<file path="src/rtl/countConnected_config.svh">
`ifndef COUNT_CONNECTED_CONFIG_SVH
`define COUNT_CONNECTED_CONFIG_SVH

// Graph and result widths
`define GRAPH_WIDTH 128
`define TAG_WIDTH 8
`define COUNT_WIDTH 6

// Pipeline depths in cycles
`define SEED_DEPTH 3
`define EXPLORE_DEPTH 9
`define SUMMARY_DEPTH 2
`define LOOP_DEPTH 16
`define DATA_IN_LATENCY 1

`endif

</file>
<file path="src/rtl/countConnectedPkg.sv">
`default_nettype none

`include "countConnected_config.svh"

package countConnectedPkg;

    // One graph, seen either as a flat bit vector or as groups of four vertices
    typedef union packed {
        logic [`GRAPH_WIDTH-1:0] flat;
        logic [`GRAPH_WIDTH/4-1:0][3:0] groups;
    } graphWord;

    // Bookkeeping that travels with each slot around the ring
    typedef struct packed {
        logic valid;
        logic [`COUNT_WIDTH-1:0] count;
        logic [`TAG_WIDTH-1:0] tag;
    } slotMeta;

    // Leftover graph after removing the explored part, and the explored part
    typedef struct packed {
        graphWord reduced;
        graphWord extended;
    } exploreResult;

endpackage

`default_nettype wire

</file>
<file path="src/rtl/countConnectedCore.sv">
`timescale 1ns/1ps
`default_nettype none

`include "countConnected_config.svh"

module countConnectedCore (
    input  logic clk,
    input  logic rstN,
    input  countConnectedPkg::graphWord graphIn,
    input  logic graphInValid,
    input  logic [`TAG_WIDTH-1:0] tagIn,
    output logic request,
    output logic done,
    output logic [`COUNT_WIDTH-1:0] connectCount,
    output logic [`TAG_WIDTH-1:0] tagOut
);

    // Return delays so every part of a slot meets again after LOOP_DEPTH cycles
    // runEnd goes straight back, DATA_IN_LATENCY early for the request
    localparam int REDUCED_RETURN = `LOOP_DEPTH - 1 - `SEED_DEPTH - `EXPLORE_DEPTH;
    localparam int EXTENDED_RETURN = `LOOP_DEPTH - 1 - `EXPLORE_DEPTH;
    localparam int GRAB_RETURN = `LOOP_DEPTH - 1 - `EXPLORE_DEPTH - `SUMMARY_DEPTH;
    localparam int META_RETURN = `LOOP_DEPTH - 1 - `SEED_DEPTH;

    countConnectedPkg::graphWord graphStart;
    countConnectedPkg::graphWord leftover;
    countConnectedPkg::graphWord curExtending;
    countConnectedPkg::graphWord reducedBack;
    countConnectedPkg::graphWord extendedBack;
    countConnectedPkg::slotMeta metaOut;
    countConnectedPkg::slotMeta metaBack;
    countConnectedPkg::exploreResult result;
    logic incrementCount;
    logic runEnd;
    logic grabSeed;
    logic grabSeedBack;

    loopController uController (
        .clk(clk), .rstN(rstN),
        .graphIn(graphIn), .graphInValid(graphInValid), .tagIn(tagIn),
        .runEndIn(runEnd), .reducedIn(reducedBack), .metaIn(metaBack),
        .incrementCount(incrementCount),
        .graphStart(graphStart), .metaOut(metaOut),
        .request(request), .done(done), .connectCount(connectCount), .tagOut(tagOut)
    );

    newSeedProducer uSeed (
        .clk(clk), .graphIn(graphStart), .extendedIn(extendedBack), .grabSeed(grabSeedBack),
        .graphOut(leftover), .curExtending(curExtending), .incrementCount(incrementCount)
    );

    explorationPipe uExplore (
        .clk(clk), .leftover(leftover), .curExtending(curExtending),
        .result(result), .runEnd(runEnd), .grabSeed(grabSeed)
    );

    delayLine #(.WIDTH(`GRAPH_WIDTH), .CYCLES(REDUCED_RETURN)) uReducedLoop (
        .clk(clk), .rstN(rstN), .d(result.reduced), .q(reducedBack)
    );

    delayLine #(.WIDTH(`GRAPH_WIDTH), .CYCLES(EXTENDED_RETURN)) uExtendedLoop (
        .clk(clk), .rstN(rstN), .d(result.extended), .q(extendedBack)
    );

    delayLine #(.WIDTH(1), .CYCLES(GRAB_RETURN), .RESET_VALUE(1'b1)) uGrabSeedLoop (
        .clk(clk), .rstN(rstN), .d(grabSeed), .q(grabSeedBack)
    );

    delayLine #(.WIDTH($bits(countConnectedPkg::slotMeta)), .CYCLES(META_RETURN)) uMetaLoop (
        .clk(clk), .rstN(rstN), .d(metaOut), .q(metaBack)
    );

endmodule

`default_nettype wire

</file>
<file path="src/rtl/delayLine.sv">
`timescale 1ns/1ps
`default_nettype none

module delayLine #(
    parameter int WIDTH = 1,
    parameter int CYCLES = 1,
    parameter logic [WIDTH-1:0] RESET_VALUE = '0
) (
    input  logic clk,
    input  logic rstN,
    input  logic [WIDTH-1:0] d,
    output logic [WIDTH-1:0] q
);

    logic [CYCLES-1:0][WIDTH-1:0] stages;

    always_ff @(posedge clk or negedge rstN) begin
        if (!rstN) begin
            stages <= {CYCLES{RESET_VALUE}};
        end else begin
            stages[0] <= d;
            for (int i = 1; i < CYCLES; i++) begin
                stages[i] <= stages[i-1];
            end
        end
    end

    assign q = stages[CYCLES-1];

endmodule

`default_nettype wire

</file>
<file path="src/rtl/explorationPipe.sv">
`timescale 1ns/1ps
`default_nettype none

`include "countConnected_config.svh"

module explorationPipe (
    input  logic clk,
    input  countConnectedPkg::graphWord leftover,
    input  countConnectedPkg::graphWord curExtending,
    output countConnectedPkg::exploreResult result,
    output logic runEnd,
    output logic grabSeed
);

    localparam int GROUPS = `GRAPH_WIDTH / 4;
    localparam int STAGE_CYCLES = 2;
    localparam int STAGES = 4;

    countConnectedPkg::graphWord setChain [0:STAGES];
    countConnectedPkg::graphWord maskChain [0:STAGES];
    countConnectedPkg::graphWord midpoint;
    logic [GROUPS-1:0] groupNonEmpty;
    logic [GROUPS-1:0] groupSame;

    assign setChain[0]  = curExtending;
    assign maskChain[0] = leftover;

    // Up, down, up, down; the leftover graph follows each stage as its mask
    for (genvar i = 0; i < STAGES; i++) begin : gClosure
        monotonizeStage #(.upward(i % 2 == 0)) uStage (
            .clk   (clk),
            .setIn (setChain[i]),
            .mask  (maskChain[i]),
            .setOut(setChain[i+1])
        );

        delayLine #(.WIDTH(`GRAPH_WIDTH), .CYCLES(STAGE_CYCLES)) uMaskDelay (
            .clk (clk),
            .rstN(1'b1),
            .d   (maskChain[i]),
            .q   (maskChain[i+1])
        );
    end

    // Midpoint after the third stage, lined up with the split output
    delayLine #(.WIDTH(`GRAPH_WIDTH), .CYCLES(STAGE_CYCLES + 1)) uMidpointDelay (
        .clk (clk),
        .rstN(1'b1),
        .d   (setChain[STAGES-1]),
        .q   (midpoint)
    );

    always_ff @(posedge clk) begin
        result.reduced.flat <= maskChain[STAGES].flat & ~setChain[STAGES].flat;
        result.extended     <= setChain[STAGES];
    end

    // Summary in two levels of reduction
    always_ff @(posedge clk) begin
        for (int g = 0; g < GROUPS; g++) begin
            groupNonEmpty[g] <= |result.reduced.groups[g];
            groupSame[g]     <= result.extended.groups[g] == midpoint.groups[g];
        end
        runEnd <= ~|groupNonEmpty;
        // The last down closure added nothing, so the component is complete
        grabSeed <= ~|groupNonEmpty | &groupSame;
    end

endmodule

`default_nettype wire

</file>
<file path="src/rtl/loopController.sv">
`timescale 1ns/1ps
`default_nettype none

`include "countConnected_config.svh"

module loopController (
    input  logic clk,
    input  logic rstN,
    input  countConnectedPkg::graphWord graphIn,
    input  logic graphInValid,
    input  logic [`TAG_WIDTH-1:0] tagIn,
    input  logic runEndIn,
    input  countConnectedPkg::graphWord reducedIn,
    input  countConnectedPkg::slotMeta metaIn,
    input  logic incrementCount,
    output countConnectedPkg::graphWord graphStart,
    output countConnectedPkg::slotMeta metaOut,
    output logic request,
    output logic done,
    output logic [`COUNT_WIDTH-1:0] connectCount,
    output logic [`TAG_WIDTH-1:0] tagOut
);

    logic runEndStart;
    countConnectedPkg::slotMeta metaStart;
    countConnectedPkg::slotMeta metaSeed;

    // A slot coming back with its run ended asks for a new graph
    assign request = runEndIn;

    // After reset every slot counts as ended, so the ring fills with fresh graphs
    delayLine #(.WIDTH(1), .CYCLES(`DATA_IN_LATENCY), .RESET_VALUE(1'b1)) uRunEndDelay (
        .clk (clk),
        .rstN(rstN),
        .d   (runEndIn),
        .q   (runEndStart)
    );

    always_ff @(posedge clk) begin
        graphStart   <= runEndStart ? graphIn : reducedIn;
        connectCount <= metaIn.count;
        tagOut       <= metaIn.tag;
    end

    always_ff @(posedge clk or negedge rstN) begin
        if (!rstN) begin
            metaStart <= '0;
            metaOut   <= '0;
            done      <= 1'b0;
        end else begin
            if (runEndStart) begin
                metaStart.valid <= graphInValid;
                metaStart.count <= '0;
                metaStart.tag   <= tagIn;
            end else begin
                metaStart <= metaIn;
            end
            metaOut.valid <= metaSeed.valid;
            metaOut.count <= metaSeed.count + {{(`COUNT_WIDTH-1){1'b0}}, incrementCount};
            metaOut.tag   <= metaSeed.tag;
            done          <= runEndStart & metaIn.valid;
        end
    end

    // Metadata waits for the increment from the seed stage
    delayLine #(
        .WIDTH($bits(countConnectedPkg::slotMeta)),
        .CYCLES(`SEED_DEPTH - 1)
    ) uMetaDelay (
        .clk (clk),
        .rstN(rstN),
        .d   (metaStart),
        .q   (metaSeed)
    );

endmodule

`default_nettype wire

</file>
<file path="src/rtl/monotonizeStage.sv">
`timescale 1ns/1ps
`default_nettype none

`include "countConnected_config.svh"

module monotonizeStage #(
    parameter bit upward = 1'b1
) (
    input  logic clk,
    input  countConnectedPkg::graphWord setIn,
    input  countConnectedPkg::graphWord mask,
    output countConnectedPkg::graphWord setOut
);

    logic [`GRAPH_WIDTH-1:0] lowClosed;
    countConnectedPkg::graphWord maskD;

    // Closes the set along the hypercube dimensions firstDim to lastDim
    function automatic logic [`GRAPH_WIDTH-1:0] closeDims(
        input logic [`GRAPH_WIDTH-1:0] s,
        input int firstDim,
        input int lastDim
    );
        logic [`GRAPH_WIDTH-1:0] r;
        r = s;
        for (int d = firstDim; d <= lastDim; d++) begin
            for (int v = 0; v < `GRAPH_WIDTH; v++) begin
                // Each vertex inherits from its neighbour one step below or above
                if (upward && v[d]) begin
                    r[v] = r[v] | r[v ^ (1 << d)];
                end else if (!upward && !v[d]) begin
                    r[v] = r[v] | r[v | (1 << d)];
                end
            end
        end
        return r;
    endfunction

    always_ff @(posedge clk) begin
        lowClosed   <= closeDims(setIn.flat, 0, 3);
        maskD       <= mask;
        setOut.flat <= closeDims(lowClosed, 4, 6) & maskD.flat;
    end

endmodule

`default_nettype wire

</file>
<file path="src/rtl/newSeedProducer.sv">
`timescale 1ns/1ps
`default_nettype none

`include "countConnected_config.svh"

module newSeedProducer (
    input  logic clk,
    input  countConnectedPkg::graphWord graphIn,
    input  countConnectedPkg::graphWord extendedIn,
    input  logic grabSeed,
    output countConnectedPkg::graphWord graphOut,
    output countConnectedPkg::graphWord curExtending,
    output logic incrementCount
);

    localparam int GROUPS = `GRAPH_WIDTH / 4;
    localparam int QUADS = GROUPS / 4;

    logic [GROUPS-1:0] hasBit4;
    logic [GROUPS-1:0] firstGroup;
    logic [QUADS-1:0] hasBit16;
    logic [QUADS:0] quadChain;
    logic isEmpty;
    countConnectedPkg::graphWord graphSel;
    countConnectedPkg::graphWord seed;

    // Graph arrives at the selection cycle together with firstGroup
    delayLine #(.WIDTH(`GRAPH_WIDTH), .CYCLES(`SEED_DEPTH - 1)) uGraphDelay (
        .clk (clk),
        .rstN(1'b1),
        .d   (graphIn),
        .q   (graphSel)
    );

    // quadChain[q] is high when every quad below q is empty
    always_comb begin
        quadChain[0] = 1'b1;
        for (int q = 0; q < QUADS; q++) begin
            hasBit16[q]    = |hasBit4[4*q +: 4];
            quadChain[q+1] = quadChain[q] & ~hasBit16[q];
        end
    end

    always_ff @(posedge clk) begin
        for (int g = 0; g < GROUPS; g++) begin
            hasBit4[g] <= |graphIn.groups[g];
        end
        for (int q = 0; q < QUADS; q++) begin
            for (int k = 0; k < 4; k++) begin
                firstGroup[4*q+k] <= quadChain[q]
                    && ((hasBit4[4*q +: 4] & ((4'b0001 << k) - 4'b0001)) == '0);
            end
        end
        isEmpty <= quadChain[QUADS];
    end

    // Lowest set bit, kept only inside the first non-empty group
    always_comb begin
        for (int g = 0; g < GROUPS; g++) begin
            seed.groups[g] = firstGroup[g]
                ? (graphSel.groups[g] & (~graphSel.groups[g] + 4'b0001)) : 4'b0000;
        end
    end

    always_ff @(posedge clk) begin
        graphOut     <= graphSel;
        curExtending <= grabSeed ? seed : extendedIn;
    end

    // A seed only counts when the leftover graph still holds a vertex
    assign incrementCount = grabSeed & ~isEmpty;

endmodule

`default_nettype wire

</file>
<file path="config.mk">
export PLATFORM = sky130hd
export DESIGN_NAME = countConnectedCore
export DESIGN_NICKNAME = d
export VERILOG_FILES = /design/src/rtl/countConnectedPkg.sv /design/src/rtl/countConnectedCore.sv /design/src/rtl/delayLine.sv /design/src/rtl/explorationPipe.sv /design/src/rtl/loopController.sv /design/src/rtl/monotonizeStage.sv /design/src/rtl/newSeedProducer.sv
export VERILOG_INCLUDE_DIRS = /design/src /design/src/rtl
export SDC_FILE = /design/constraint.sdc
export NUM_CORES = 2
export LEC_CHECK = 0
export BUFFER_PORTS_ARGS = -buffer_cell sky130_fd_sc_hd__buf_4
export CORE_MARGIN = 1.5
export CORE_UTILIZATION = 25
export DETAILED_ROUTE_END_ITERATION = 12
export SYNTH_ARGS = -nofsm -noshare
export SYNTH_HDL_FRONTEND = slang
export SYNTH_SLANG_ARGS = --single-unit
</file>
<file path="constraint.sdc">
create_clock -name clk -period 2.5 [get_ports clk]
set_clock_uncertainty 0.2 [all_clocks]
set_input_delay 0 -clock clk [delete_from_list [all_inputs] [get_ports clk]]
set_output_delay 0 -clock clk [all_outputs]
set_load 0.02 [all_outputs]
</file>
==> key figures <==
Yosys
  • Syn Std Cell Area: about 120000 um2
  • YS warnings: 0
  • Ys flop type: dfxtp_1
  • Syn nets: 7355
  • Syn Inst Count: 7214
  • Count of cell types in the netlist: 35
  • Synthesis-stage register bit count: 4862
  • Fraction of registers with async set or reset after synthesis: 0.288
  • Syn_area_per_cell: 16.7 um2
  • Number of synthesized flops with an enable pin: 0
  • Post-synthesis sequential area ratio: 0.867

Clocking
  • Root Buffer: clkbuf_16
  • Clock Path Buffers: 4
  • Postcts setup bufs: 0
  • Clock latency on the worst-skew pair: ~1100 ps
  • CTS tree: built
  • Htree depth: 5
  • CTS buffer count: 447
  • CTS Sinks: 4862
  • Clk pin slew, worst setup/hold paths: 60 ps

Timing
  • Final hold violations: 0
  • RSZ-0062 raised after global routing: true
  • Fin crit share: 1.08
  • Slew margin rel.: 0.0531
  • Max Clk Rate: around 370 MHz
  • Setup WS post-layout: -210 ps
  • Final min period: approximately 2700 ps
  • Final hold slack: 76.7 ps
  • Setup TNS: -1820 ps
  • Least-Margin Pin Slew: roughly 1400 ps
  • Setup Viol. Count Final: 18
  • Slew Limit Fails: 0

Routing
  • WL/cell: 25.5 um
  • Via Count: 61500
  • DR pass1 iterations: 7
  • Drt drc: 0
  • DRT Wirelength: 387000 um
  • Average vias per placed instance: a little over 4
  • Drt initial violations: 6595
  • Antenna Nets Post-Route: 0

Worst setup path
  • WP depth: 3
  • Register-to-register setup slack: -210 ps
  • CP max FO: 6
  • End point of the critical path: uExplore.gClosure[3].uStage.setOut[4]$_DFF_P_
  • CP arrival: 3390 ps
  • CP Launch Point: uExplore.gClosure[3].uStage.lowClosed[116]$_DFF_P_
  • Critical-path top delay cell: nor4_2
  • Worst setup path class: reg2reg
  • Reg-to-reg startpoint: uExplore.gClosure[3].uStage.lowClosed[116]$_DFF_P_
  • CP Capture Type: flop
  • Worst r2r path cells: 3
  • Element type at the critical path start: flop
  • CP Buf/Inv Count: 1
  • Critical Path RT: 3180 ps
  • Critical Path Max Stage Delay: 1300 ps
  • Crit-path leading delay family: simple AND/OR/NAND/NOR gates
  • Crit-path cells: nor4_2 -> buf_4 -> a21boi_0
  • Worst R2R End: uExplore.gClosure[3].uStage.setOut[4]$_DFF_P_

Pwr
  • Total power: 160 mW
  • Switching Share: 0.223
  • Max rail drop VDD: 0.703 mV
  • Reg power frac: 0.538
  • Switching power: roughly 36 mW
  • Clk network pwr share: 0.436
  • Power Internal: 124 mW
  • Power Density: 1060 nW/um2
  • Leak: between 60 and 70 nW
  • Comb pwr share: 0.026

Status
  • Status: finished, violations left
  • Failing checks: setup timing

Hold path
  • Hold Path Cell Cnt: 0
  • Worst min path class: reg2reg

Floorplanning
  • I/O pin cnt: 155
  • Die Footprint: 486000 um2
  • Initial core utilization: 0.251
  • Chip Width: 697 um
  • Core area: between 400000 and 500000 um2
  • Site Rows: ~250
  • Die height: 697 um

Global routing
  • Initial antenna violation count: 109
  • First-pass GRT wire length: 514000 um
  • Pin count of the biggest net entering global routing: 129
  • Grt ovf: 0
  • Total track usage: 0.155
  • Vias in the first global route: 61000

Cells and area
  • Synth-to-layout area growth: 25.1%
  • Share of cells above drive strength 1: 0.173
  • Final core utilization: 0.314
  • Most frequent cells in the layout: dfxtp_1, dfrtp_1, clkbuf_16
  • Most common cell after layout, fill and taps aside: dfxtp_1
  • Total Nets Final: between 8000 and 9000

Run
  • Max-Cap Viols: 0

Placement
  • Gpl congestion: roughly 1.2
  • Dpl hpwl: 299000 um
  • # port buffers: ~150
==> worst reg2reg max path: cells and delay by family, from the launching register on <==
family                 cells  cell delay (ps)
AO/OA/AOI/OAI              1               90
AND/OR/NAND/NOR            1             1310
flip-flops                 1              720
buffers and inverters      1              320
==> layout make-up <==
type,instances,area [um2]
antenna,56,140
fill,46600,328000
multi-input combinational,2139,15500
timing repair buffer,713,6480
clock buffer,659,13100
tap,6400,8010
clock inverter,177,2330
inverter,166,623
sequential,4862,104000
==> per-stage QoR <==
step                      area [um2]  instances  worst slack, ps
after floorplan               120000       7214              149
after global placement        132000      14000             -247
after detailed placement      132000      14000             -226
after CTS                     150000      15100             -156
after global routing          150000      15100             -166
final                         151000      15200             -210
==> cells by family (layout without fill, tap and decap cells) <==
logic type | count (synthesis) | after routing | synth area share
multiplexers | 138 | 138 | 0.0129
buffers and inverters | 213 | 1715 | 0.00677
flip-flops | 4862 | 4862 | 0.867
AND/OR/NAND/NOR | 1355 | 1355 | 0.0705
adder cells (fa/ha/maj) | 2 | 2 | 0.000208
AO/OA/AOI/OAI | 512 | 512 | 0.0333
XOR/XNOR | 132 | 132 | 0.00960
other | 0 | 56 | 0
==> state kept, by name (all words and copies together), names as in the netlist, 31 cells and up <==
register,flops
uExtendedLoop.stages,640
uExplore.gClosure.uMaskDelay.q,512
uExplore.gClosure.uMaskDelay.stages,512
uExplore.gClosure.uStage.lowClosed,512
uExplore.gClosure.uStage.setOut,512
uExplore.result,256
uReducedLoop.stages,256
uExplore.uMidpointDelay.stages,248
uMetaLoop.stages,165
uController.graphStart,128
uExplore.uMidpointDelay.q,128
uExtendedLoop.q,128
uReducedLoop.q,128
uSeed.curExtending,128
uSeed.graphOut,128
uSeed.uGraphDelay.q,128
uSeed.uGraphDelay.stages,128
uExplore.groupNonEmpty,32
uExplore.groupSame,32
uSeed.hasBit4,32
uSeed.firstGroup,31
==> per-layer routing <==
metal	vias to the layer above	global-route usage	part of all wire
li1	26600	-	-
met1	30800	0.200	0.42
met2	2993	0.230	0.43
met3	1035	0.0475	0.092
met4	16	0.0899	0.065
met5	-	0	0.00026
==> worst min-delay path by stage <==
stage | start | endpoint | slack (ps)
3_5_place_dp | rstN | uExtendedLoop.q[126]$_DFF_PN0_ | -180
6_report | uExtendedLoop.stages[454]$_DFF_PN0_ | uExtendedLoop.stages[582]$_DFF_PN0_ | 80
5_1_grt | uExtendedLoop.stages[454]$_DFF_PN0_ | uExtendedLoop.stages[582]$_DFF_PN0_ | 80
3_3_place_gp | rstN | uExtendedLoop.q[126]$_DFF_PN0_ | -180
4_1_cts | uSeed.uGraphDelay.stages[85]$_DFF_P_ | uSeed.uGraphDelay.q[85]$_DFF_P_ | 70
2_1_floorplan | rstN | uController.done$_DFF_PN0_ | -500
==> cell usage after synthesis, types with 42 or more instances <==
cell type	number	area (um2)
dfxtp_1	3464	69300
dfrtp_1	1393	34900
nor4_1	325	2030
nor2b_1	199	1240
o21a_1	192	1440
inv_1	166	623
or3_1	160	1000
mux2_2	138	1550
or2_2	130	813
xor2_1	130	1140
o41a_1	128	1440
o21ai_0	126	631
nand3_1	69	345
or4_1	68	510
and2_1	65	407
a21boi_0	64	480
nand2b_1	64	400
nand2_1	63	236
nand4b_1	63	552
clkbuf_1	43	161
nand4_1	42	263
==> power groups by stage <==
stage	sequential (mW)	clock, mW	combinational (mW)
after floorplan	85.2	0	1.48
after global placement	87.5	0	3.76
after global routing	86.3	74.2	4.44
after CTS	86.0	70.9	4.16
after detailed placement	87.5	0	3.76
final	86.2	69.9	4.15
==> repair_timing <==
item	4_1_cts	5_1_grt
resized for setup	3	4
endpoints found under the hold margin	1535	0
setup endpoints to repair	20	19
hold buffers	277	0
pin swaps	2	2
Note: power is estimated with default switching activity, not from simulation.
